**config.mk**
```make
export PLATFORM = sky130hd
export DESIGN_NAME = cdb_arbiter
export DESIGN_NICKNAME = d
export VERILOG_FILES = /design/src/exec_consts.svh /design/src/exec_pkg.sv /design/src/cdb_arbiter.sv
export SDC_FILE = /design/constraint.sdc
export NUM_CORES = 1
export LEC_CHECK = 0
export BUFFER_PORTS_ARGS = -buffer_cell sky130_fd_sc_hd__buf_2
export CORE_ASPECT_RATIO = 0.6
export CORE_MARGIN = 1.5
export CORE_UTILIZATION = 35
export DETAILED_ROUTE_END_ITERATION = 16
export GPL_ROUTABILITY_DRIVEN = 0
export HOLD_SLACK_MARGIN = 0.12
export PLACE_DENSITY = 0.87
export SYNTH_ARGS = -nofsm -noshare
export SYNTH_HDL_FRONTEND = slang
export SYNTH_SLANG_ARGS = --single-unit
```
**constraint.sdc**
```tcl
create_clock -name clk -period 1.1 [get_ports clk]
set_input_delay 0.11 -clock clk [delete_from_list [all_inputs] [get_ports clk]]
set_output_delay 0.11 -clock clk [all_outputs]
set_load 0.1 [all_outputs]
```
**src/exec_consts.svh**
```systemverilog
`ifndef EXEC_CONSTS_SVH
`define EXEC_CONSTS_SVH

`define OPC_MUL     7'b0110011  // Routed to the multiply station
`define OPC_DIV     7'b1001111  // Routed to the divide station

`define F3_ADD      3'd0
`define F3_SLTU     3'd3
`define F3_XOR      3'd4
`define F3_OR       3'd6
`define F3_AND      3'd7
`define F3_MULLO    3'd0        // Low half of the product
`define F3_MULHU    3'd3        // High half, unsigned
`define F3_DIVU     3'd5
`define F3_REMU     3'd7

`define RS_DEPTH    4           // Entries per reservation station
`define MUL_STAGES  3           // Multiplier pipeline depth

`endif

```
**src/exec_pkg.sv**
```systemverilog
package exec_pkg;

    typedef logic [31:0] word_t;    // Operand and result data
    typedef logic [7:0]  tag_t;     // Physical register tag
    typedef logic [6:0]  opcode_t;
    typedef logic [2:0]  func3_t;

    // Renamed instruction as it arrives from dispatch
    typedef struct packed {
        opcode_t opcode;
        func3_t  func3;
        logic    use_imm;       // Second source comes from imm
        word_t   imm;
        tag_t    rd_tag;
        tag_t    src1_tag;
        logic    src1_ready;
        word_t   src1_value;
        tag_t    src2_tag;
        logic    src2_ready;
        word_t   src2_value;
    } dispatch_t;

    // Operation handed from a station to its functional unit
    typedef struct packed {
        func3_t func3;
        word_t  op1;
        word_t  op2;
        tag_t   rd_tag;
    } issue_t;

    // Common data bus beat and unit result
    typedef struct packed {
        logic  valid;
        tag_t  tag;
        word_t value;
    } cdb_t;

    typedef enum logic [1:0] {
        div_idle,
        div_busy,
        div_done
    } div_state_e;

endpackage

```
**src/cdb_arbiter.sv**
```systemverilog
`timescale 1ns/100ps

module cdb_arbiter (
    input  logic           clk,
    input  logic           reset,
    input  logic           int_valid,
    input  logic           mul_valid,
    input  logic           div_valid,
    input  exec_pkg::cdb_t int_res,
    input  exec_pkg::cdb_t mul_res,
    input  exec_pkg::cdb_t div_res,
    output logic           int_grant,
    output logic           mul_grant,
    output logic           div_grant,
    output exec_pkg::cdb_t cdb
);

    logic            valid_q;
    exec_pkg::tag_t  tag_q;
    exec_pkg::word_t value_q;

    // Divider first since it blocks longest, then mul, then int
    assign div_grant = div_valid;
    assign mul_grant = mul_valid && !div_valid;
    assign int_grant = int_valid && !mul_valid && !div_valid;

    always_ff @(posedge clk) begin
        if (reset) begin
            valid_q <= 1'b0;
        end else begin
            valid_q <= div_grant || mul_grant || int_grant;
        end
    end

    always_ff @(posedge clk) begin
        if (div_grant) begin
            tag_q   <= div_res.tag;
            value_q <= div_res.value;
        end else if (mul_grant) begin
            tag_q   <= mul_res.tag;
            value_q <= mul_res.value;
        end else if (int_grant) begin
            tag_q   <= int_res.tag;
            value_q <= int_res.value;
        end
    end

    assign cdb = {valid_q, tag_q, value_q};

endmodule

```
=== Word level (Yosys, flattened, before mapping) ===
Index checks and enable logic that the tools add are counted.

* Bitwise operators: 0
* Equal/unequal tests: 0
* Reductions and logical operators: 8
* Shift operators: 0
* Divide/modulo/power cells: 0
* $mul: 0
* $add $sub $neg: 0
* Mux-type cells: 6
* $lt $le $gt $ge: 0

{| class="wikitable"
|+ Operator list
! operator !! count
|-
| two-way mux 32 bit || 3
|-
| two-way mux 8 bit || 3
|-
| logical AND 1 bit || 3
|-
| nonzero test 3 bit || 1
|-
| zero test 1 bit || 2
|-
| logical OR 1 bit || 2
|}

* Input port bits: 128
* RAM bits: 0
* Register bits: 41
* Latch bits: 0
* Memory bits (read-only): 0
* Memories kept: 0

=== Depth between registers and ports, before layout ===
* Depth after elaboration: 6
* Depth in mapped cells: 4
* Mapped depth without buffers: 2

=== Worst setup path after synthesis ===
Ideal clock, no wire load.

* Path kind: input -> output
* From: input port mul_valid
* To: output port int_grant
* Cell stages on the path: 3
* Slack: -1.622 ns
* Data required time: 0.990 ns
* Arrival time: 2.612 ns
* Path buffers: 2
* Path through: buf_4 > buf_6 > nor3b_1

* Cells in the longest elaborated chain, start to end: 3

{| class="wikitable"
|+ Ends and longest elaborated chain
! item !! line !! text
|-
| start, declared || cdb_arbiter.sv:7 || <nowiki>input logic mul_valid,</nowiki>
|-
| zero test 1 bit || cdb_arbiter.sv:25 || <nowiki>assign int_grant = int_valid && !mul_valid && !div_valid;</nowiki>
|-
| logical AND 1 bit (2 in series) || cdb_arbiter.sv:25 ||
|-
| end, declared || cdb_arbiter.sv:12 || <nowiki>output logic int_grant,</nowiki>
|}

No other way between the ends.

=== Worst setup path in the final report ===
* From: register value_q[6]
* To: output port cdb[6] (netlist bit)

{| class="wikitable"
|+ RTL lines
! item !! line !! text
|-
| start, declared || cdb_arbiter.sv:20 || <nowiki>exec_pkg::word_t value_q;</nowiki>
|-
| start signal, assigned || cdb_arbiter.sv:38 || <nowiki>value_q <= div_res.value;</nowiki>
|-
| start signal, assigned || cdb_arbiter.sv:41 || <nowiki>value_q <= mul_res.value;</nowiki>
|-
| start signal, assigned || cdb_arbiter.sv:44 || <nowiki>value_q <= int_res.value;</nowiki>
|-
| end, declared || cdb_arbiter.sv:15 || <nowiki>output exec_pkg::cdb_t cdb</nowiki>
|}

No word-level cell between the ends.

==> flow_summary.toml <==
[run_status]
status = "complete, no violations"

[clock_network]
clockBufferDepth = 2
cts_buffers = 5
clock-sinks = 41
hold_buffers = 20
clockRootBuffer = "clkbuf_8"
cts_resized = 0
cts_max_level = 2
cts.reportedPaths.clkPinSlew_ns = 0.08
cts_tree = "done"
cts_setup_buffers = 0

[timing]
finalSetupViolations = 0
slew_headroom_pct = 86.2
grt_setup_unrepaired = "false"
tightest_slew_ns = 0.202
max_freq_ghz = 0.970
hold_viol = 0
setup_tns_ns = 0
slew_viol_final = 0
post-route-min-period_ns = 1.03
post-route-period-util_pct = 93.8

[power]
clkPwrFrac_pct = 17.2
seqPwrFrac_pct = 35.6
p_leak_nw = 1.93
irDropWorstVdd_uv = 767
combPwrFrac_pct = 47.2
powerDensity_nw_per_um2 = 1430
p_switching_mw = 2.34
switching_share_pct = 40.1
internal_power_mw = 3.48

[finish]
fin_nets = 497
finish.utilization_pct = 71.3
antennaDiodeCount = 0
n_fill_cell = 384
syn_to_final_growth_pct = 91.5
drive_gt1_share_pct = 50.5
multi_input_area_um2 = 808
seqCellArea_um2 = 1220
fin_cells = 450

[routing]
wl_met2_um = 3540
wl_met3_um = 661
top_layer_used = "met4"
wl_per_cell_um = 15.2
via_count = 2100
ant_nets = 0
dr.pass1.iters = 4
wl_met1_um = 2570
vias_per_cell = 4.67
totalWireLength_um = 6830
dr.first_iter.drc_count = 69
drc = 0

[worst_setup_path]
end_kind = "output port"
path_class = "reg2out"
startpoint_type = "flip-flop"
path_buf_inv = 1
slowest_delay_ns = 0.44
crit_required_ns = 0.99
crit_slowest_cell = "edfxtp_1"
crit_fanout = 1
crit_arrival_ns = 0.92
worstPathCellList = "buf_12"
cp_top_family = "flip-flops"

[die]
die_y_um = 63.3
die_x_um = 104
rows = 21
initial_core_util_pct = 37.2
io_pins = 172
fp.dieArea_um2 = 6550
coreArea_um2 = 5700

[placement]
io_buffers = 168
place_inst = 422
hpwl_um = 4760

[synthesis]
synth_area_um2 = 2120
syn-instance-count = 181
syn_avg_cell_area_um2 = 11.7
yosysUniqueCellTypes = 13
yosys_warnings = 0
yosys_register_bits = 41
synth_seq_area_share_pct = 57.5
synthesis.nets = 309

[grt]
grt_usage_pct = 21.7
grt.overflow.total = 0
grt_pass1_wl_um = 11100
grt_max_degree = 36
grt_pass1_vias = 2297
antenna_found_initial = 0

[flow_run]
cap_violations = 0

[min_path]
hold_path.class = "in2reg"
==> Yosys cell counts <==
master	n	share of area [%]
nand2_1	40	7.1
edfxtp_1	40	57
o21ai_1	40	9.4
buf_6	5	2.7
nor2b_4	1	0.65
nor2b_1	1	0.29
clkbuf_1	6	1.1
mux2i_1	40	19
or3_4	1	0.53
buf_2	2	0.47
nor3b_1	1	0.35
dfxtp_1	1	0.94
buf_4	3	1.1
==> per-layer routing <==
| layer | vias to the layer above | track usage (%) |
|---|---|---|
| met4 | 0 | 4.69 |
| met5 | - | 0 |
| met2 | 110 | 41.9 |
| li1 | 1029 | - |
| met3 | 6 | 8.18 |
| met1 | 955 | 22.7 |
==> metrics by stage <==
stage / hold WS (ns) / total power [mW] / area, um^2 / setup slack [ns]
2_1_floorplan: 0.174 / 3.64 / 2140 / -0.263
3_3_place_gp: 0.295 / 4.74 / 3770 / 0.0151
3_5_place_dp: 0.298 / 4.79 / 3770 / 0.00133
4_1_cts: 0.120 / 5.85 / 4060 / 0.0541
5_1_grt: 0.124 / 6.02 / 4060 / 0.0404
6_report: 0.127 / 5.82 / 4060 / 0.0686
==> sequential cells by signal, summed over array words and instances (netlist names) <==
register and count:
tag_q 8, value_q 32, valid_q 1
==> area by class of cell <==
| type | instances | area share (%) |
|---|---|---|
| repair buffers | 197 | 45.4 |
| flip-flops and latches | 41 | 30.0 |
| multi-input cells | 124 | 19.9 |
| well taps | 80 | 2.46 |
| clock buffers | 8 | 2.22 |
==> placed cells by master (no fill, tap or decap) <==
cell type      synthesis  layout
nor3b_4                0       1
dlygate4sd3_1          0      20
nand2_1               40      40
edfxtp_1              40      40
mux2i_1               40      40
clkbuf_1               6       2
buf_4                  3       3
nor2b_4                1       2
buf_2                  2     124
o21ai_1               40      40
clkbuf_8               0       6
dfxtp_1                1       1
buf_12                 0      50
or3_4                  1       1
==> power groups by stage <==
stage                     clock network (mW)  registers, mW  logic (mW)
after floorplan                            0           3.28       0.360
after global placement                     0           2.10        2.65
after detailed placement                   0           2.11        2.68
after CTS                               1.03           2.07        2.74
after global routing                    1.10           2.09        2.83
final                                   1.00           2.07        2.74
==> worst paths after layout <==
| kind | endpoint | depth (start not counted) | slack, ns | from |
|---|---|---|---|---|
| min | value_q[30] | 3 | 0.13 | div_res[30] |
| max | cdb[6] | 1 | 0.07 | value_q[6] |
==> kinds of logic after synthesis <==
| logic type | count (synthesis) | synth area share [%] |
|---|---|---|
| simple gates | 44 | 8.90 |
| mux | 40 | 18.9 |
| flops | 41 | 57.5 |
| buf+inv | 16 | 5.25 |
| compound gates | 40 | 9.43 |
Power figures use the tool's default switching activity.
