===== src/exec_consts.svh =====
`ifndef EXEC_CONSTS_SVH
`define EXEC_CONSTS_SVH

`define OPC_MUL     7'b0110011  // Routed to the multiply station
`define OPC_DIV     7'b1001111  // Routed to the divide station

`define F3_ADD      3'd0
`define F3_SLTU     3'd3
`define F3_XOR      3'd4
`define F3_OR       3'd6
`define F3_AND      3'd7
`define F3_MULLO    3'd0        // Low half of the product
`define F3_MULHU    3'd3        // High half, unsigned
`define F3_DIVU     3'd5
`define F3_REMU     3'd7

`define RS_DEPTH    4           // Entries per reservation station
`define MUL_STAGES  3           // Multiplier pipeline depth

`endif


===== src/exec_pkg.sv =====
package exec_pkg;

    typedef logic [31:0] word_t;    // Operand and result data
    typedef logic [7:0]  tag_t;     // Physical register tag
    typedef logic [6:0]  opcode_t;
    typedef logic [2:0]  func3_t;

    // Renamed instruction as it arrives from dispatch
    typedef struct packed {
        opcode_t opcode;
        func3_t  func3;
        logic    use_imm;       // Second source comes from imm
        word_t   imm;
        tag_t    rd_tag;
        tag_t    src1_tag;
        logic    src1_ready;
        word_t   src1_value;
        tag_t    src2_tag;
        logic    src2_ready;
        word_t   src2_value;
    } dispatch_t;

    // Operation handed from a station to its functional unit
    typedef struct packed {
        func3_t func3;
        word_t  op1;
        word_t  op2;
        tag_t   rd_tag;
    } issue_t;

    // Common data bus beat and unit result
    typedef struct packed {
        logic  valid;
        tag_t  tag;
        word_t value;
    } cdb_t;

    typedef enum logic [1:0] {
        div_idle,
        div_busy,
        div_done
    } div_state_e;

endpackage


===== src/mul_unit.sv =====
`timescale 1ns/100ps
`include "exec_consts.svh"

module mul_unit (
    input  logic             clk,
    input  logic             reset,
    input  logic             issue_valid,
    input  exec_pkg::issue_t issue,
    input  logic             grant,
    output logic             unit_ready,
    output logic             res_valid,
    output exec_pkg::cdb_t   res
);

    logic [`MUL_STAGES-1:0] vld_q;     // One valid bit per stage
    logic                   advance;
    exec_pkg::word_t        a_q;
    exec_pkg::word_t        b_q;
    exec_pkg::func3_t       f3_1_q;
    exec_pkg::func3_t       f3_2_q;
    exec_pkg::tag_t         tag_1_q;
    exec_pkg::tag_t         tag_2_q;
    exec_pkg::tag_t         tag_3_q;
    logic [63:0]            prod_q;
    exec_pkg::word_t        value_q;

    // Whole pipe freezes while the last stage waits for the bus
    assign advance    = !(res_valid && !grant);
    assign unit_ready = advance;
    assign res_valid  = vld_q[`MUL_STAGES-1];

    always_ff @(posedge clk) begin
        if (reset) begin
            vld_q <= '0;
        end else if (advance) begin
            vld_q <= {vld_q[`MUL_STAGES-2:0], issue_valid};
        end
    end

    always_ff @(posedge clk) begin
        if (advance) begin
            a_q     <= issue.op1;              // Stage one
            b_q     <= issue.op2;
            f3_1_q  <= issue.func3;
            tag_1_q <= issue.rd_tag;
            prod_q  <= 64'(a_q) * 64'(b_q);    // Stage two
            f3_2_q  <= f3_1_q;
            tag_2_q <= tag_1_q;
            tag_3_q <= tag_2_q;                // Stage three
            case (f3_2_q)
                `F3_MULHU: value_q <= prod_q[63:32];
                `F3_MULLO: value_q <= prod_q[31:0];
                default:   value_q <= prod_q[31:0];
            endcase
        end
    end

    assign res = {res_valid, tag_3_q, value_q};

endmodule


===== config.mk =====
export PLATFORM = sky130hd
export DESIGN_NAME = mul_unit
export DESIGN_NICKNAME = d
export VERILOG_FILES = /design/src/exec_pkg.sv /design/src/mul_unit.sv
export VERILOG_INCLUDE_DIRS = /design/src
export SDC_FILE = /design/constraint.sdc
export NUM_CORES = 2
export LEC_CHECK = 0
export ABC_AREA = 1
export BUFFER_PORTS_ARGS = -buffer_cell sky130_fd_sc_hd__buf_2
export CORE_UTILIZATION = 53
export DETAILED_ROUTE_END_ITERATION = 6
export PLACE_DENSITY = 0.72
export SLEW_MARGIN = 0
export SYNTH_ARGS = -nofsm -noshare
export SYNTH_HDL_FRONTEND = slang
export SYNTH_SLANG_ARGS = --single-unit

===== constraint.sdc =====
create_clock -name clk -period 8.6 [get_ports clk]
set_input_delay 1.29 -clock clk [delete_from_list [all_inputs] [get_ports clk]]
set_output_delay 1.29 -clock clk [all_outputs]
set_load 0.02 [all_outputs]

=== Word level (Yosys, flattened, before mapping) ===
Cells that the tools add are included.

* $mul: 1
* Eq/ne operators: 1
* Mux-type cells: 1
* Reduce and logical (&&, ||, !) cells: 3

{| class="wikitable"
|+ Operators with widths
! kind !! number
|-
| $mul A32 B32 Y64 || 1
|-
| $mux W32 || 1
|-
| $eq A3 B2 Y1 const B || 1
|-
| $logic_not A1 Y1 || 2
|-
| $logic_and A1 B1 Y1 || 1
|}

* Flip-flop bits (word level): 193
* Input port bits: 79
* Output and inout bits: 43
* Logic and storage cells: 16

=== Longest topological paths before layout ===
* Depth in word-level cells: 3
* Mapped depth: 30
* Gate-level depth less buffers: 29

=== Least setup slack after synthesis ===
No wires, ideal clock.

* Kind: input port to output port
* From: in grant
* To: out unit_ready
* Arrival time: 5.172 ns
* Data required time: 7.310 ns
* Path slack: 2.138 ns
* Stages on the path: 2
* Buffers on the path: 0
* Cell sequence: nor2_1 > inv_1

* Word-level cells in the longest chain between the ends: 3

{| class="wikitable"
|+ Ends and longest elaborated chain
! what !! RTL line !! source
|-
| start, declared || mul_unit.sv:9 || <nowiki>input logic grant,</nowiki>
|-
| $logic_not A1 Y1 || mul_unit.sv:28 || <nowiki>assign advance = !(res_valid && !grant);</nowiki>
|-
| $logic_and A1 B1 Y1 || mul_unit.sv:28 ||
|-
| $logic_not A1 Y1 || mul_unit.sv:28 ||
|-
| end, declared || mul_unit.sv:10 || <nowiki>output logic unit_ready,</nowiki>
|}

Every way passes these cells.

=== Worst setup path after layout ===
* From: reg a_q[11]
* To: reg prod_q[52] (data pin)

* Word-level cells in the longest chain between the ends: 1

{| class="wikitable"
|+ Ends and longest elaborated chain
! what !! RTL line !! source
|-
| start, declared || mul_unit.sv:17 || <nowiki>exec_pkg::word_t a_q;</nowiki>
|-
| start signal, assigned || mul_unit.sv:42 || <nowiki>a_q <= issue.op1;</nowiki>
|-
| $mul A32 B32 Y64 || mul_unit.sv:46 || <nowiki>prod_q <= 64'(a_q) * 64'(b_q);</nowiki>
|-
| end signal, assigned || mul_unit.sv:46 ||
|-
| end, declared || mul_unit.sv:24 || <nowiki>logic [63:0] prod_q;</nowiki>
|}

Every way passes these cells.
A chain may end at the register's enable or synchronous reset.

==> results.tsv <==
metric	value	unit
RSZ-0062 raised after global routing	no	
CP Launch Type	flop	
I/O pin count	122	
root buffer cell	clkbuf_16	
register area share after synthesis	13.6	%
nets@finish	6466	
most common flop cell mapped by yosys	edfxtp_1	
R2R Setup Slk	0.87	ns
Mapped Cells	5199	
CP Capture Type	flop	
# DRC	0	
min-delay src	f3_1_q[1]	
CP max stage delay	1.17	ns
Tcrit/Tclk final	89.9	%
pre-CTS WS	1.03	ns
placed cell count	6259	
Worst R2R End	prod_q[52]	
Post-CTS Setup Inserts	0	
DR vias/cell	5.04	
CP Max Fanout	21	
Hold Crit Class	reg2reg	
Routed WL	112000	um
Slowest-stage cell, CP	edfxtp_1	
total clock sinks	193	
worst-margin pin slew	1.27	ns
Die Y	284	um
syn nets	6437	
most common cell in the netlist	inv_1	
Top delay family on crit path	adder cells	
GR Overflow Total	0	
Port Buffers	121	
Setup-failing EPs final	0	
GRT Util Overall	29.6	%
headroom to the max-slew limit	15.4	%
fin crit period	7.73	ns
number of global-route vias before repair	34100	
vias	31700	
Resized cells post-CTS	0	
crit path kind	reg2reg	
filler instances	7258	
Worst-Skew Late Latency	0.53	ns
diode count	0	
Total Die Area	80900	um^2
Worst Hold Slack	0.417	ns
Netlist cell types	28	
Cell Chain, Critical Path	buf_4, nand2_1, fa_1, inv_1, fa_1, fa_1, fa_1, fa_1, fa_1, fa_1, inv_1, fa_1, inv_1, ha_1, nand2_1, inv_1, a21oi_1, nand2_1, inv_1, nand2_1, nand2_1, nand3_1, nand2_1, nand2_1	
worst path arrival time	7.95	ns
CTS Buffer Depth	2	
CTS buffer count	17	
EDFF count, synth	190	
Post-DRT Antenna Nets	0	
Core ar.	78900	um^2
Synth Area per Inst	8.13	um^2
share of layout cells above drive strength 1	6.09	%
Syn. warnings	0	
endpoints failing hold	0	
CTS tree	yes	
initial core utilization	53.6	%
fin cells	6291	
status	completed	
first-pass GRT wire length	184000	um
final setup TNS	0	ns
Final Max Slew Viols	0	
Hold Buf Count CTS	0	
Worst Hold Path Cells	0	
Synth Cell Area	42300	um^2
drt first-iter violations	2442	
GP Congestion	0.969	
FF-to-FF Start	a_q[11]	
drt first pass iters	5	
Critical Path RT	8.82	ns
initial antenna violation count	3	
Hold EP	f3_2_q[1]	
CTS clk-pin slew, worst paths	0.09	ns
Max-Cap Viols	0	
largest net degree at the start of global routing	116	
Critical path buffers and inverters	6	
Synth async-reset ratio	0	%
Layout Skew	0.0344	ns
PnR worst setup slack	0.871	ns
Seq cells post-synth	193	
H-Tree Depth	4	
Die X	284	um
Avg WL per Cell	17.8	um
dpl hpwl	94200	um
Synth top cells by count	inv_1 (1731), nand2_1 (1575), fa_1 (896)	
Yosys top cell by area	fa_1	
FF-to-FF path depth	24	
FP Rows	103	
area delta synth->final	5.84	%
post-synth top area share	42.5	%
ranking of synthesized cells by area	fa_1 (42%), inv_1 (15%), nand2_1 (14%)	
Achievable Freq	129	MHz
most numerous cell on the critical path	fa_1	
-- cell usage in the layout, fill, tap and decap left out, types with 3 or more instances in the layout --
cell	synthesis	layout
fa_1	896	896
clkbuf_16	0	17
nor2_2	20	20
nand4_1	16	16
nor3_1	11	11
nand3_1	57	57
nand2_2	9	9
o21bai_1	11	11
clkinv_8	0	3
ha_1	263	263
nand3_2	5	5
nor3_2	6	6
nand2_1	1575	1575
mux2_2	32	32
xor2_1	34	34
a21oi_1	44	44
inv_2	6	6
inv_12	0	5
dfxtp_1	3	3
buf_2	3	121
inv_1	1731	1730
nor2_1	86	86
inv_8	0	4
buf_4	1	84
edfxtp_1	190	190
-- logic make-up after synthesis --
kind of cell | count (synthesis) | share of synthesized area, %
compound gates | 59 | 0.785
fa+ha+maj | 1159 | 50.2
mux | 32 | 0.853
xor+xnor | 36 | 0.746
flops | 193 | 13.6
buf+inv | 1933 | 17.2
simple gates | 1787 | 16.5
-- cell type report --
class	instances	area (um^2)	area share [%]
Multi-Input combinational cell	3073	29200	65.3
Inverter	1737	6530	14.6
Sequential cell	193	5770	12.9
Clock inverter	15	209	0.467
Tap cell	1050	1310	2.94
Timing Repair Buffer	206	1260	2.81
Clock buffer	17	425	0.951
-- layer usage --
layer  wire, um  GRT usage [%]  vias up  part of all wire, %
li1           -              -    14400                    -
met1      46600           40.6    15800                   42
met4       2680           7.54        2                  2.4
met2      51700           47.4     1352                   46
met5          9              0        -               0.0080
met3      10900           6.87      185                  9.8
-- per-stage QoR --
| step | utilization (%) | instance area (um^2) |
|---|---|---|
| finish | 56.7 | 44700 |
| global route | 56.7 | 44700 |
| CTS | 56.7 | 44700 |
| detailed placement | 55.9 | 44100 |
| global placement | 55.9 | 44100 |
| floorplan | - | 42300 |
-- registers in the layout, summed over array words and instances (netlist names) --
register	count
tag_3_q	8
vld_q	3
value_q	32
tag_1_q	8
f3_2_q	3
f3_1_q	3
b_q	32
a_q	32
prod_q	64
tag_2_q	8
-- worst max-delay path by stage --
stage                        from          to  cells past startpoint
final                     a_q[11]  prod_q[52]                     24
after global routing      a_q[11]  prod_q[61]                     24
after CTS                 a_q[11]  prod_q[37]                     23
after detailed placement  a_q[11]  prod_q[37]                     23
after global placement    a_q[11]  prod_q[37]                     23
after floorplan             grant  unit_ready                      2
Power is left out: the tool's default activity adds up to more than one toggle a clock period on the data nets, which glitch-free logic cannot reach.
