### src/exec_consts.svh
`ifndef EXEC_CONSTS_SVH
`define EXEC_CONSTS_SVH

`define OPC_MUL     7'b0110011  // Routed to the multiply station
`define OPC_DIV     7'b1001111  // Routed to the divide station

`define F3_ADD      3'd0
`define F3_SLTU     3'd3
`define F3_XOR      3'd4
`define F3_OR       3'd6
`define F3_AND      3'd7
`define F3_MULLO    3'd0        // Low half of the product
`define F3_MULHU    3'd3        // High half, unsigned
`define F3_DIVU     3'd5
`define F3_REMU     3'd7

`define RS_DEPTH    4           // Entries per reservation station
`define MUL_STAGES  3           // Multiplier pipeline depth

`endif

### src/exec_pkg.sv
package exec_pkg;

    typedef logic [31:0] word_t;    // Operand and result data
    typedef logic [7:0]  tag_t;     // Physical register tag
    typedef logic [6:0]  opcode_t;
    typedef logic [2:0]  func3_t;

    // Renamed instruction as it arrives from dispatch
    typedef struct packed {
        opcode_t opcode;
        func3_t  func3;
        logic    use_imm;       // Second source comes from imm
        word_t   imm;
        tag_t    rd_tag;
        tag_t    src1_tag;
        logic    src1_ready;
        word_t   src1_value;
        tag_t    src2_tag;
        logic    src2_ready;
        word_t   src2_value;
    } dispatch_t;

    // Operation handed from a station to its functional unit
    typedef struct packed {
        func3_t func3;
        word_t  op1;
        word_t  op2;
        tag_t   rd_tag;
    } issue_t;

    // Common data bus beat and unit result
    typedef struct packed {
        logic  valid;
        tag_t  tag;
        word_t value;
    } cdb_t;

    typedef enum logic [1:0] {
        div_idle,
        div_busy,
        div_done
    } div_state_e;

endpackage

### src/div_unit.sv
`timescale 1ns/100ps
`include "exec_consts.svh"

module div_unit (
    input  logic             clk,
    input  logic             reset,
    input  logic             issue_valid,
    input  exec_pkg::issue_t issue,
    input  logic             grant,
    output logic             unit_ready,
    output logic             res_valid,
    output exec_pkg::cdb_t   res
);

    exec_pkg::div_state_e state_q;
    logic [5:0]           count_q;
    exec_pkg::word_t      quo_q;       // Dividend shifts out, quotient shifts in
    exec_pkg::word_t      rem_q;
    exec_pkg::word_t      dvs_q;
    exec_pkg::func3_t     f3_q;
    exec_pkg::tag_t       tag_q;
    exec_pkg::word_t      value_q;
    logic [32:0]          rem_shift;
    logic [32:0]          diff;
    logic                 fits;

    assign rem_shift = {rem_q, quo_q[31]};
    assign diff      = rem_shift - {1'b0, dvs_q};
    assign fits      = (rem_shift >= {1'b0, dvs_q});

    assign unit_ready = (state_q == exec_pkg::div_idle);
    assign res_valid  = (state_q == exec_pkg::div_done);

    always_ff @(posedge clk) begin
        if (reset) begin
            state_q <= exec_pkg::div_idle;
        end else begin
            case (state_q)
                exec_pkg::div_idle: if (issue_valid) state_q <= exec_pkg::div_busy;
                exec_pkg::div_busy: if (count_q == 6'd32) state_q <= exec_pkg::div_done;
                exec_pkg::div_done: if (grant) state_q <= exec_pkg::div_idle;
                default:            state_q <= exec_pkg::div_idle;
            endcase
        end
    end

    // Divisor zero always fits, giving all ones and the dividend as remainder
    always_ff @(posedge clk) begin
        if (state_q == exec_pkg::div_idle && issue_valid) begin
            quo_q   <= issue.op1;
            dvs_q   <= issue.op2;
            rem_q   <= '0;
            count_q <= '0;
            f3_q    <= issue.func3;
            tag_q   <= issue.rd_tag;
        end else if (state_q == exec_pkg::div_busy) begin
            count_q <= count_q + 6'd1;
            if (count_q == 6'd32) begin
                case (f3_q)
                    `F3_REMU: value_q <= rem_q;
                    `F3_DIVU: value_q <= quo_q;
                    default:  value_q <= quo_q;
                endcase
            end else begin
                rem_q <= fits ? diff[31:0] : rem_shift[31:0];
                quo_q <= {quo_q[30:0], fits};
            end
        end
    end

    assign res = {res_valid, tag_q, value_q};

endmodule

### config.mk
export PLATFORM = sky130hd
export DESIGN_NAME = div_unit
export DESIGN_NICKNAME = d
export VERILOG_FILES = /design/src/exec_pkg.sv /design/src/div_unit.sv
export VERILOG_INCLUDE_DIRS = /design/src
export SDC_FILE = /design/constraint.sdc
export NUM_CORES = 1
export LEC_CHECK = 0
export BUFFER_PORTS_ARGS = -buffer_cell sky130_fd_sc_hd__buf_4
export CORE_MARGIN = 1
export CORE_UTILIZATION = 60
export DETAILED_ROUTE_END_ITERATION = 16
export PLACE_DENSITY = 0.92
export SLEW_MARGIN = 20
export SYNTH_ARGS = -nofsm -noshare
export SYNTH_HDL_FRONTEND = slang
export SYNTH_SLANG_ARGS = --single-unit
### constraint.sdc
create_clock -name clk -period 5.9 [get_ports clk]
set_clock_uncertainty 0.05 [all_clocks]
set_input_delay 0.59 -clock clk [delete_from_list [all_inputs] [get_ports clk]]
set_output_delay 0.59 -clock clk [all_outputs]
set_load 0.05 [all_outputs]
**After elaboration in Yosys (flattened, before gate mapping)**

Cells that the tools add are included.

- Bits in registers: 147
- Logic and storage cells: 37
- Output and inout port bits: 43
- Input bits: 79

- Equality and inequality tests: 8
- Muxes and demuxes: 9
- $add $sub $neg: 2
- Bitwise operators: 2
- Reductions and logical operators: 7
- $lt $le $gt $ge: 1

Operator list:

| kind | count |
|---|---|
| $mux 32 | 5 |
| $ge 33x32->1 | 1 |
| $sub 32x32->32 | 1 |
| $add 6x1->6 const B | 1 |
| $eq 6x6->1 const B | 1 |
| $mux 2 | 3 |
| $ne 2x2->1 const B | 3 |
| $pmux 2 s3 | 1 |
| $reduce_and 3->1 | 2 |
| $reduce_and 2->1 | 2 |
| $eq 3x3->1 const B | 1 |
| $eq 2x1->1 const B | 1 |
| $eq 2x2->1 const B | 1 |
| $logic_not 2->1 | 1 |
| $ne 2x1->1 const B | 1 |
| $not 1->1 | 2 |
| $reduce_bool 2->1 | 1 |
| $logic_and 1x1->1 | 1 |

**Longest topological paths before layout**

Gate-level depths: netlist of the first run.

- Word-level depth: 4
- Mapped depth: 13
- Mapped depth without buffers: 11

**Worst setup path after synthesis of the first run**

No wires, ideal clock.

- Path type: register -> register
- From: register state_q[1]
- To: register dvs_q[0] (enable)
- Required time: 5426 ps
- Path buffers: 1
- Setup slack: 2657 ps
- Stages on the path, launching flop included: 5
- Period minus slack after synthesis: 3243 ps
- Setup time: 424 ps
- Arrival: 2769 ps
- Cells stage by stage: dfxtp_1 nor2_1 nand2_1 inv_1 clkbuf_1

- Longest elaborated chain between the ends: 2

Ends and longest elaborated chain:

| item | RTL line | text |
|---|---|---|
| from (decl) | div_unit.sv:15 | `exec_pkg::div_state_e state_q;` |
| from (signal assigned) | div_unit.sv:36 | `state_q <= exec_pkg::div_idle;` |
| from (signal assigned) | div_unit.sv:39 | `exec_pkg::div_idle: if (issue_valid) state_q <= exec_pkg::div_busy;` |
| from (signal assigned) | div_unit.sv:40 | `exec_pkg::div_busy: if (count_q == 6'd32) state_q <= exec_pkg::div_done;` |
| $logic_not 2->1 | -- |  |
| via unit_ready | div_unit.sv:10 | `output logic unit_ready,` |
| $logic_and 1x1->1 | div_unit.sv:49 | `if (state_q == exec_pkg::div_idle && issue_valid) begin` |
| to (signal assigned) | div_unit.sv:51 | `dvs_q <= issue.op2;` |
| to (decl) | div_unit.sv:19 | `exec_pkg::word_t dvs_q;` |

The timed path passes the listed nets, and every way through them passes these cells.
A chain may end at the register's enable or synchronous reset.

**Final worst setup path of the first run**

- From: register rem_q[23]
- To: register rem_q[28]

- Longest elaborated chain between the ends: 2
- Elaborated cells on any way between the ends: 3
- Classes of those cells: add/sub: 1; order compare: 1; mux: 1

Ends and longest elaborated chain:

| item | RTL line | text |
|---|---|---|
| from (decl) | div_unit.sv:18 | `exec_pkg::word_t rem_q;` |
| from (signal assigned) | div_unit.sv:65 | `rem_q <= fits ? diff[31:0] : rem_shift[31:0];` |
| $sub 32x32->32 / $ge 33x32->1 (equally long branches) | div_unit.sv:28, div_unit.sv:29 |  |
| $mux 32 * | div_unit.sv:65 |  |

Every way passes the cells marked *; elsewhere a longest branch is shown, timed or not.

==> results.ini, run 1 <==
[sta]
setup_ws_ps = 2360
rsz0062_at_grt = no
finalCriticalPeriod_ps = 3540
slew_headroom = 0.329
period_share = 0.601
finalHoldViolations = 0
setup_violations = 0
fmax_mhz = 282
tightest_slew_ps = 1000
timing.final.max_slew_violations = 0
tns_ps = 0
whs_ps = 283

[clocking]
clkLatencyLatePin_ps = 430
cts_resized = 0
clkSinkCount = 147
hold_buffers = 0
htree_num_levels = 4
cts_buffers = 17
cts_setup_buffers = 0
clkTransAtPathRegs_ps = 60
cts_max_path_buffers = 2
cts_tree = yes
cts_root_buf = clkbuf_16

[detailed_routing]
antenna_left = 0
drtIter0Drc = 722
wl_mm = 19.1
wl_per_cell_um = 17.9
dr.pass1.iters = 5
vias = 6387
drc_errors = 0
vias_per_cell = 6.01

[placement]
dp.cells = 1030
io_buffers = 121
place_ws_ps = 2530
hpwl_mm = 13.0
gp_congestion = 0.904
placed_area_mm2 = 0.00882

[logic_synthesis]
synth_flop_cell = edfxtp_1
synth_area_mm2 = 0.00785
syn_nets = 882
synthArstFlopShare = 0
synthTopCellsByArea = edfxtp_1, dfxtp_1, nand2_1
synth-edff-count = 107
yosysWarnings = 0
synth.avg_cell_area_um2 = 10.2
ys_ff_latch = 147
yosysTopAreaCell = edfxtp_1
ys_seq_area_frac = 0.511
syn_inst = 768
ys_types = 60
synth_top_area_share = 0.409

[global_routing]
globalRouteMet3Util = 0.0841
grt-busiest-layer = met2
grtUsageMet1 = 0.398
overflow = 0
grt_max_degree = 81
grt_antenna_before_repair = 0
use_met2 = 0.462
grt_usage = 0.297
grt_pass1_vias = 6053
grt_pass1_wl_mm = 30.0

[setup_path]
cp_slowest_stage_delay_ps = 870
reg2reg_depth = 9
path_class = flip-flop to flip-flop
crit_arrival_ps = 3810
r2r_slack_ps = 2360
crit_required_ps = 6170
worst-path-stages = 9
path_buf_inv = 0
crit_path_end_kind = flip-flop
path_cells = ha_1 -> a21oi_2 -> o21ai_2 -> a311oi_2 -> o211ai_2 -> a211oi_4 -> and2_1 -> a2111oi_0 -> o31ai_1
rr_endpoint = rem_q[28]
path_max_fanout = 24
crit_path_end = rem_q[28]
crit_path_start_kind = flip-flop
cp_slowest_cell = and2_1
worstSetupStartpoint = rem_q[23]
reg2reg_from = rem_q[23]
cpLargestDelayFamily = compound AO/OA/AOI/OAI gates

[floorplanning]
ios = 122
die-width_um = 116
coreArea_mm2 = 0.0127
dieHeight_um = 116
row_count = 41
fp.dieArea_mm2 = 0.0135
initial_core_util = 0.619

[pwr]
vdd_ir_drop_max_mv = 0.276
design_power_total_mw = 4.24
total_leakage_power_nw = 3.96
p_per_area_mw_per_mm2 = 449

[flow_run]
maxCapViolCount = 0

[cells_and_area]
diodes = 0
utilization = 0.745
area.growth.synth_to_final_pct = 20.3
final_cells = 1062
final_cell_area_mm2 = 0.00944
final.fill_count = 875
nets = 991
drive_gt1_frac = 0.239

[run_status]
outcome = finished clean

[min_path]
min_path_type = primary input to flip-flop

report_power, final:
part           internal (mW)  switching [mW]
Clock                  0.672           0.436
Sequential              1.30           0.199
Combinational          0.636           0.992
Total                   2.61            1.63
Yosys cell counts (16+ instances only):
cell type  number
edfxtp_1      107
a21oi_1        46
o21ai_1        18
xnor2_1        16
nand2_1       145
nor2_1         40
mux2_2         31
o21ai_0        32
inv_1          46
dfxtp_1        40
clkbuf_1       20
nand3_1        19
ha_1           34
registers in the layout (all words and copies together), names as in the netlist:
signal and cells:
count_q 6, dvs_q 32, f3_q 3, quo_q 32, rem_q 32, state_q 2
tag_q 8, value_q 32
worst register-to-register path, stage by stage (launching register included):
cell	delay, ps
dfxtp_1	360
ha_1	410
a21oi_2	210
o21ai_2	100
a311oi_2	320
o211ai_2	150
a211oi_4	490
and2_1	870
a2111oi_0	170
o31ai_1	300
worst min-delay path by stage:
stage                     from         end  slack, ps  cells after the start
global route             reset  state_q[0]        270                      2
detailed placement    rem_q[2]    rem_q[2]        450                      2
global placement    count_q[5]  count_q[5]        430                      2
floorplan             rem_q[2]    rem_q[2]        400                      2
CTS                      reset  state_q[0]        270                      2
finish                   reset  state_q[0]        280                      2
placed cells by master (no fill, tap or decap), types with 5 or more instances in the layout:
cell type,n
ha_1,34
nand2b_1,6
mux2i_1,13
nor2b_1,8
nor2_1,40
and3_1,7
o21ai_0,32
a21o_1,8
nand2_1,145
o21ai_1,18
xor2_1,11
nand3_1,19
o21bai_1,5
mux2_2,31
inv_1,45
a21oi_1,46
a21oi_2,5
a32oi_1,10
nand4_1,11
clkbuf_16,20
dfxtp_1,40
edfxtp_1,107
nor3_1,10
xnor2_1,16
buf_4,127
layout make-up:
| type | count | area [um^2] | area share |
|---|---|---|---|
| flip-flops and latches | 147 | 4010 | 0.425 |
| multi-input cells | 538 | 3460 | 0.367 |
| repair buffers | 127 | 953 | 0.101 |
| clock inverters | 11 | 109 | 0.0115 |
| inverters | 46 | 173 | 0.0183 |
| clock buffers | 21 | 514 | 0.0545 |
| well taps | 172 | 215 | 0.0228 |
logic make-up (layout without fill, tap and decap cells):
logic type      Yosys count  after routing  synth area share
simple gates            266            266             0.151
compound gates          166            166             0.142
flops                   147            147             0.511
buf+inv                  83            205            0.0472
mux                      44             44            0.0611
fa+ha+maj                35             35            0.0568
xor+xnor                 27             27            0.0301
routing by layer:
metal  share of wire  wire, um
met5               0         0
met4           0.019       367
met3            0.11      2030
met2            0.46      8780
met1            0.41      7880
Note: power is estimated with default switching activity, not from simulation.
==> run 2, diff against run 1 <==
--- a/config.mk
+++ b/config.mk
@@ -6,11 +6,12 @@
 export SDC_FILE = /design/constraint.sdc
 export NUM_CORES = 1
 export LEC_CHECK = 0
+export ABC_AREA = 1
 export BUFFER_PORTS_ARGS = -buffer_cell sky130_fd_sc_hd__buf_4
 export CORE_MARGIN = 1
-export CORE_UTILIZATION = 60
+export CORE_UTILIZATION = 52
 export DETAILED_ROUTE_END_ITERATION = 16
-export PLACE_DENSITY = 0.92
+export PLACE_DENSITY = 0.84
 export SLEW_MARGIN = 20
 export SYNTH_ARGS = -nofsm -noshare
 export SYNTH_HDL_FRONTEND = slang
==> constraint.sdc (replaced) <==
create_clock -name clk -period 2.9 [get_ports clk]
set_clock_uncertainty 0.05 [all_clocks]
set_input_delay 0.29 -clock clk [delete_from_list [all_inputs] [get_ports clk]]
set_output_delay 0.29 -clock clk [all_outputs]
set_load 0.05 [all_outputs]
==> run 2 against run 1 <==
  * Synthesized area is 8.2% higher
  * Register-to-register slack worse by 1900 ps
  * Maximum frequency rose by 43%
  * Worst hold slack worse by 210 ps
  * Synthesized cell count up 47%
  * Core utilization is 7.9 points lower
  * Sequential cell count unchanged
  * Final cell count is 44% higher
  * Non-clock buffer count increased by 48
  * Critical path type unchanged
  * Critical endpoint is now rem_q[4]
  * Largest cell class unchanged
  * Largest power group unchanged
==> results.ini, run 2 <==
[sta]
timing.final.max_slew_violations = 0  ; unchanged
finalHoldViolations = 0  ; unchanged
fmax_mhz = 404  ; +43%
setup_ws_ps = 423  ; -1930 ps
slew_headroom = 0.637  ; +0.308
period_share = 0.854  ; +0.254
finalCriticalPeriod_ps = 2480  ; -1070 ps
tns_ps = 0  ; unchanged
rsz0062_at_grt = no
setup_violations = 0  ; unchanged
tightest_slew_ps = 544  ; -460 ps

[setup_path]
worst-path-stages = 12  ; +3
worst_path_most_repeated_cell = nand2_1
cp_slowest_cell = ha_1
crit_required_ps = 3160  ; -3010 ps
crit_path_start_kind = flip-flop
path_max_fanout = 29  ; +21%
cpLargestDelayFamily = simple AND/OR/NAND/NOR gates
path_buf_inv = 3  ; +3
path_cells = ha_1 -> nand2_1 -> inv_1 -> nand2_1 -> inv_1 -> a21oi_1 -> nand2_1 -> nor2_4 -> buf_4 -> nand3_1 -> nand3_1 -> o21ai_1
crit_path_end_kind = flip-flop
cp_slowest_stage_delay_ps = 430  ; -440 ps
reg2reg_depth = 12  ; +3
crit_arrival_ps = 2740  ; -1070 ps
path_class = flip-flop to flip-flop

[pwr]
vdd_ir_drop_max_mv = 0.631  ; +130%
p_sw_mw = 3.19  ; +96%
seqPwrFrac = 0.347  ; -0.007
combPwrFrac = 0.407  ; +0.023
power.share.clock = 0.246  ; -0.016
p_int_mw = 4.88  ; +87%
total_leakage_power_nw = 5.33  ; +35%
p_sw_frac = 0.395  ; +0.0110
p_per_area_mw_per_mm2 = 762  ; +70%

[clocking]
cts_resized = 0  ; unchanged
htree_num_levels = 4  ; unchanged
cts_buffers = 17  ; unchanged
cts_root_buf = clkbuf_16
clkTransAtPathRegs_ps = 60  ; about the same
cts_tree = yes
cts_setup_buffers = 0  ; unchanged
clkLatencyLatePin_ps = 430  ; about the same
cts_max_path_buffers = 2  ; unchanged
hold_buffers = 44  ; +44
clkSinkCount = 147  ; unchanged

[logic_synthesis]
synth.avg_cell_area_um2 = 7.51  ; -26%
ys_ff_latch = 147  ; unchanged
synth_top_area_share = 0.378  ; -0.0310
syn_nets = 1244  ; +41%
ys_seq_area_frac = 0.473  ; -0.0387
synthTopCellsByArea = edfxtp_1, nand2_1, dfxtp_1
syn_inst = 1130  ; +47%
yosys.cell_count.top_type = nand2_1
yosysWarnings = 0  ; unchanged
synth_flop_cell = edfxtp_1
yosysTopAreaCell = edfxtp_1
synth-edff-count = 107  ; unchanged
synth_area_mm2 = 0.00849  ; +8.2%
synthTopCellsByCount = nand2_1, inv_1, edfxtp_1
ys_types = 37  ; -38%
synthArstFlopShare = 0  ; unchanged

[run_status]
outcome = finished clean

[cells_and_area]
final.fill_count = 1334  ; +52%
drive_gt1_frac = 0.137  ; -0.103
layout_common_cells = nand2_1, inv_1, buf_4
diodes = 0  ; unchanged
final_cell_area_mm2 = 0.0106  ; +12%
area.growth.synth_to_final_pct = 24.6
nets = 1410  ; +42%
mostFrequentLayoutCell = nand2_1

[detailed_routing]
vias_per_cell = 5.05  ; -16%
dr.pass1.iters = 5  ; unchanged
drc_errors = 0  ; unchanged
antenna_left = 0  ; unchanged
wl_mm = 22.0  ; +15%
drtIter0Drc = 786  ; +8.9%
wl_per_cell_um = 14.4  ; -20%
vias = 7704  ; +21%

[global_routing]
grt_pass1_wl_mm = 34.1  ; +14%
overflow = 0  ; unchanged
grt_usage = 0.271  ; -0.0266
grt_antenna_before_repair = 0  ; unchanged
grt_pass1_vias = 7117  ; +18%
grt_max_degree = 37  ; -54%

[floorplanning]
row_count = 46  ; +12%
initial_core_util = 0.534  ; -0.0848
die-width_um = 130  ; +12%
ios = 122  ; unchanged
fp.dieArea_mm2 = 0.0168  ; +24%
dieHeight_um = 130  ; +12%
coreArea_mm2 = 0.0159  ; +25%

[placement]
io_buffers = 121  ; unchanged
placed_area_mm2 = 0.00961  ; +9.0%
hpwl_mm = 16.1  ; +24%
gp_congestion = 0.966  ; +6.8%
place_ws_ps = 488  ; -2050 ps

[min_path]
holdPathStages = 3  ; +1
min_path_type = primary input to flip-flop

[flow_run]
maxCapViolCount = 0  ; unchanged

run 2: changes by cell type after synthesis, sizes merged, moves of 13 or more:
cell,before,now
a21oi,51,26
inv,46,198
mux2,31,1
mux2i,13,0
nand2,150,451
nand3,19,93
nor2,40,53
run 2: path summary, 6_finish.rpt:
kind,from,slack (ps),to
max reg2reg,rem_q[29],420,rem_q[4]
min reg2reg,rem_q[28],440,rem_q[28]
max,rem_q[29],420,rem_q[4]
min,issue[67],70,quo_q[27]
run 2: power groups by stage:
stage | clock network [mW] | logic [mW] | registers [mW]
3_5_place_dp | 0 | 3.18 | 2.83
2_1_floorplan | 0 | 2.50 | 2.77
4_1_cts | 1.99 | 3.25 | 2.79
3_3_place_gp | 0 | 3.12 | 2.82
5_1_grt | 2.07 | 3.70 | 2.82
6_report | 1.98 | 3.28 | 2.80
run 2: final cells by class:
class / count / area (um^2) / area share
clock buffers: 22 / 464 / 0.0439
clock inverters: 10 / 60.1 / 0.00568
inverters: 202 / 758 / 0.0717
multi-input cells: 753 / 3570 / 0.338
flip-flops and latches: 147 / 4010 / 0.380
well taps: 216 / 270 / 0.0256
repair buffers: 175 / 1440 / 0.136
run 2: worst reg2reg max path: cells and delay by family, from the launching register on:
family                     cells  cell delay, ps
adders and majority gates      1             430
AOI/OAI and AO/OA              2             210
and+or+nand+nor                6             880
buffers and inverters          3             480
DFF                            1             330
run 2: cell families (layout without fill, tap and decap cells):
group	count (synthesis)	in the layout	synth area share
simple gates	622	622	0.302
buf+inv	230	409	0.107
flops	147	147	0.473
compound gates	81	81	0.0500
fa+ha+maj	35	35	0.0525
xor+xnor	14	14	0.0144
mux	1	1	0.00133
run 2: layer usage:
metal	up-vias	global-route usage	wire length (um)
li1	3883	-	-
met1	3461	0.324	8890
met2	310	0.476	10900
met3	50	0.0455	1410
met4	0	0.127	729
met5	-	0	0
run 2: stage by stage:
step           instances  power (mW)  hold slack (ps)  utilization
3_3_place_gp        1449        5.94              408        0.605
3_5_place_dp        1449        6.01              411        0.605
5_1_grt             1525        8.59             77.2        0.666
2_1_floorplan       1130        5.26              312            -
4_1_cts             1525        8.04             64.5        0.666
6_report            1525        8.06             73.9        0.666
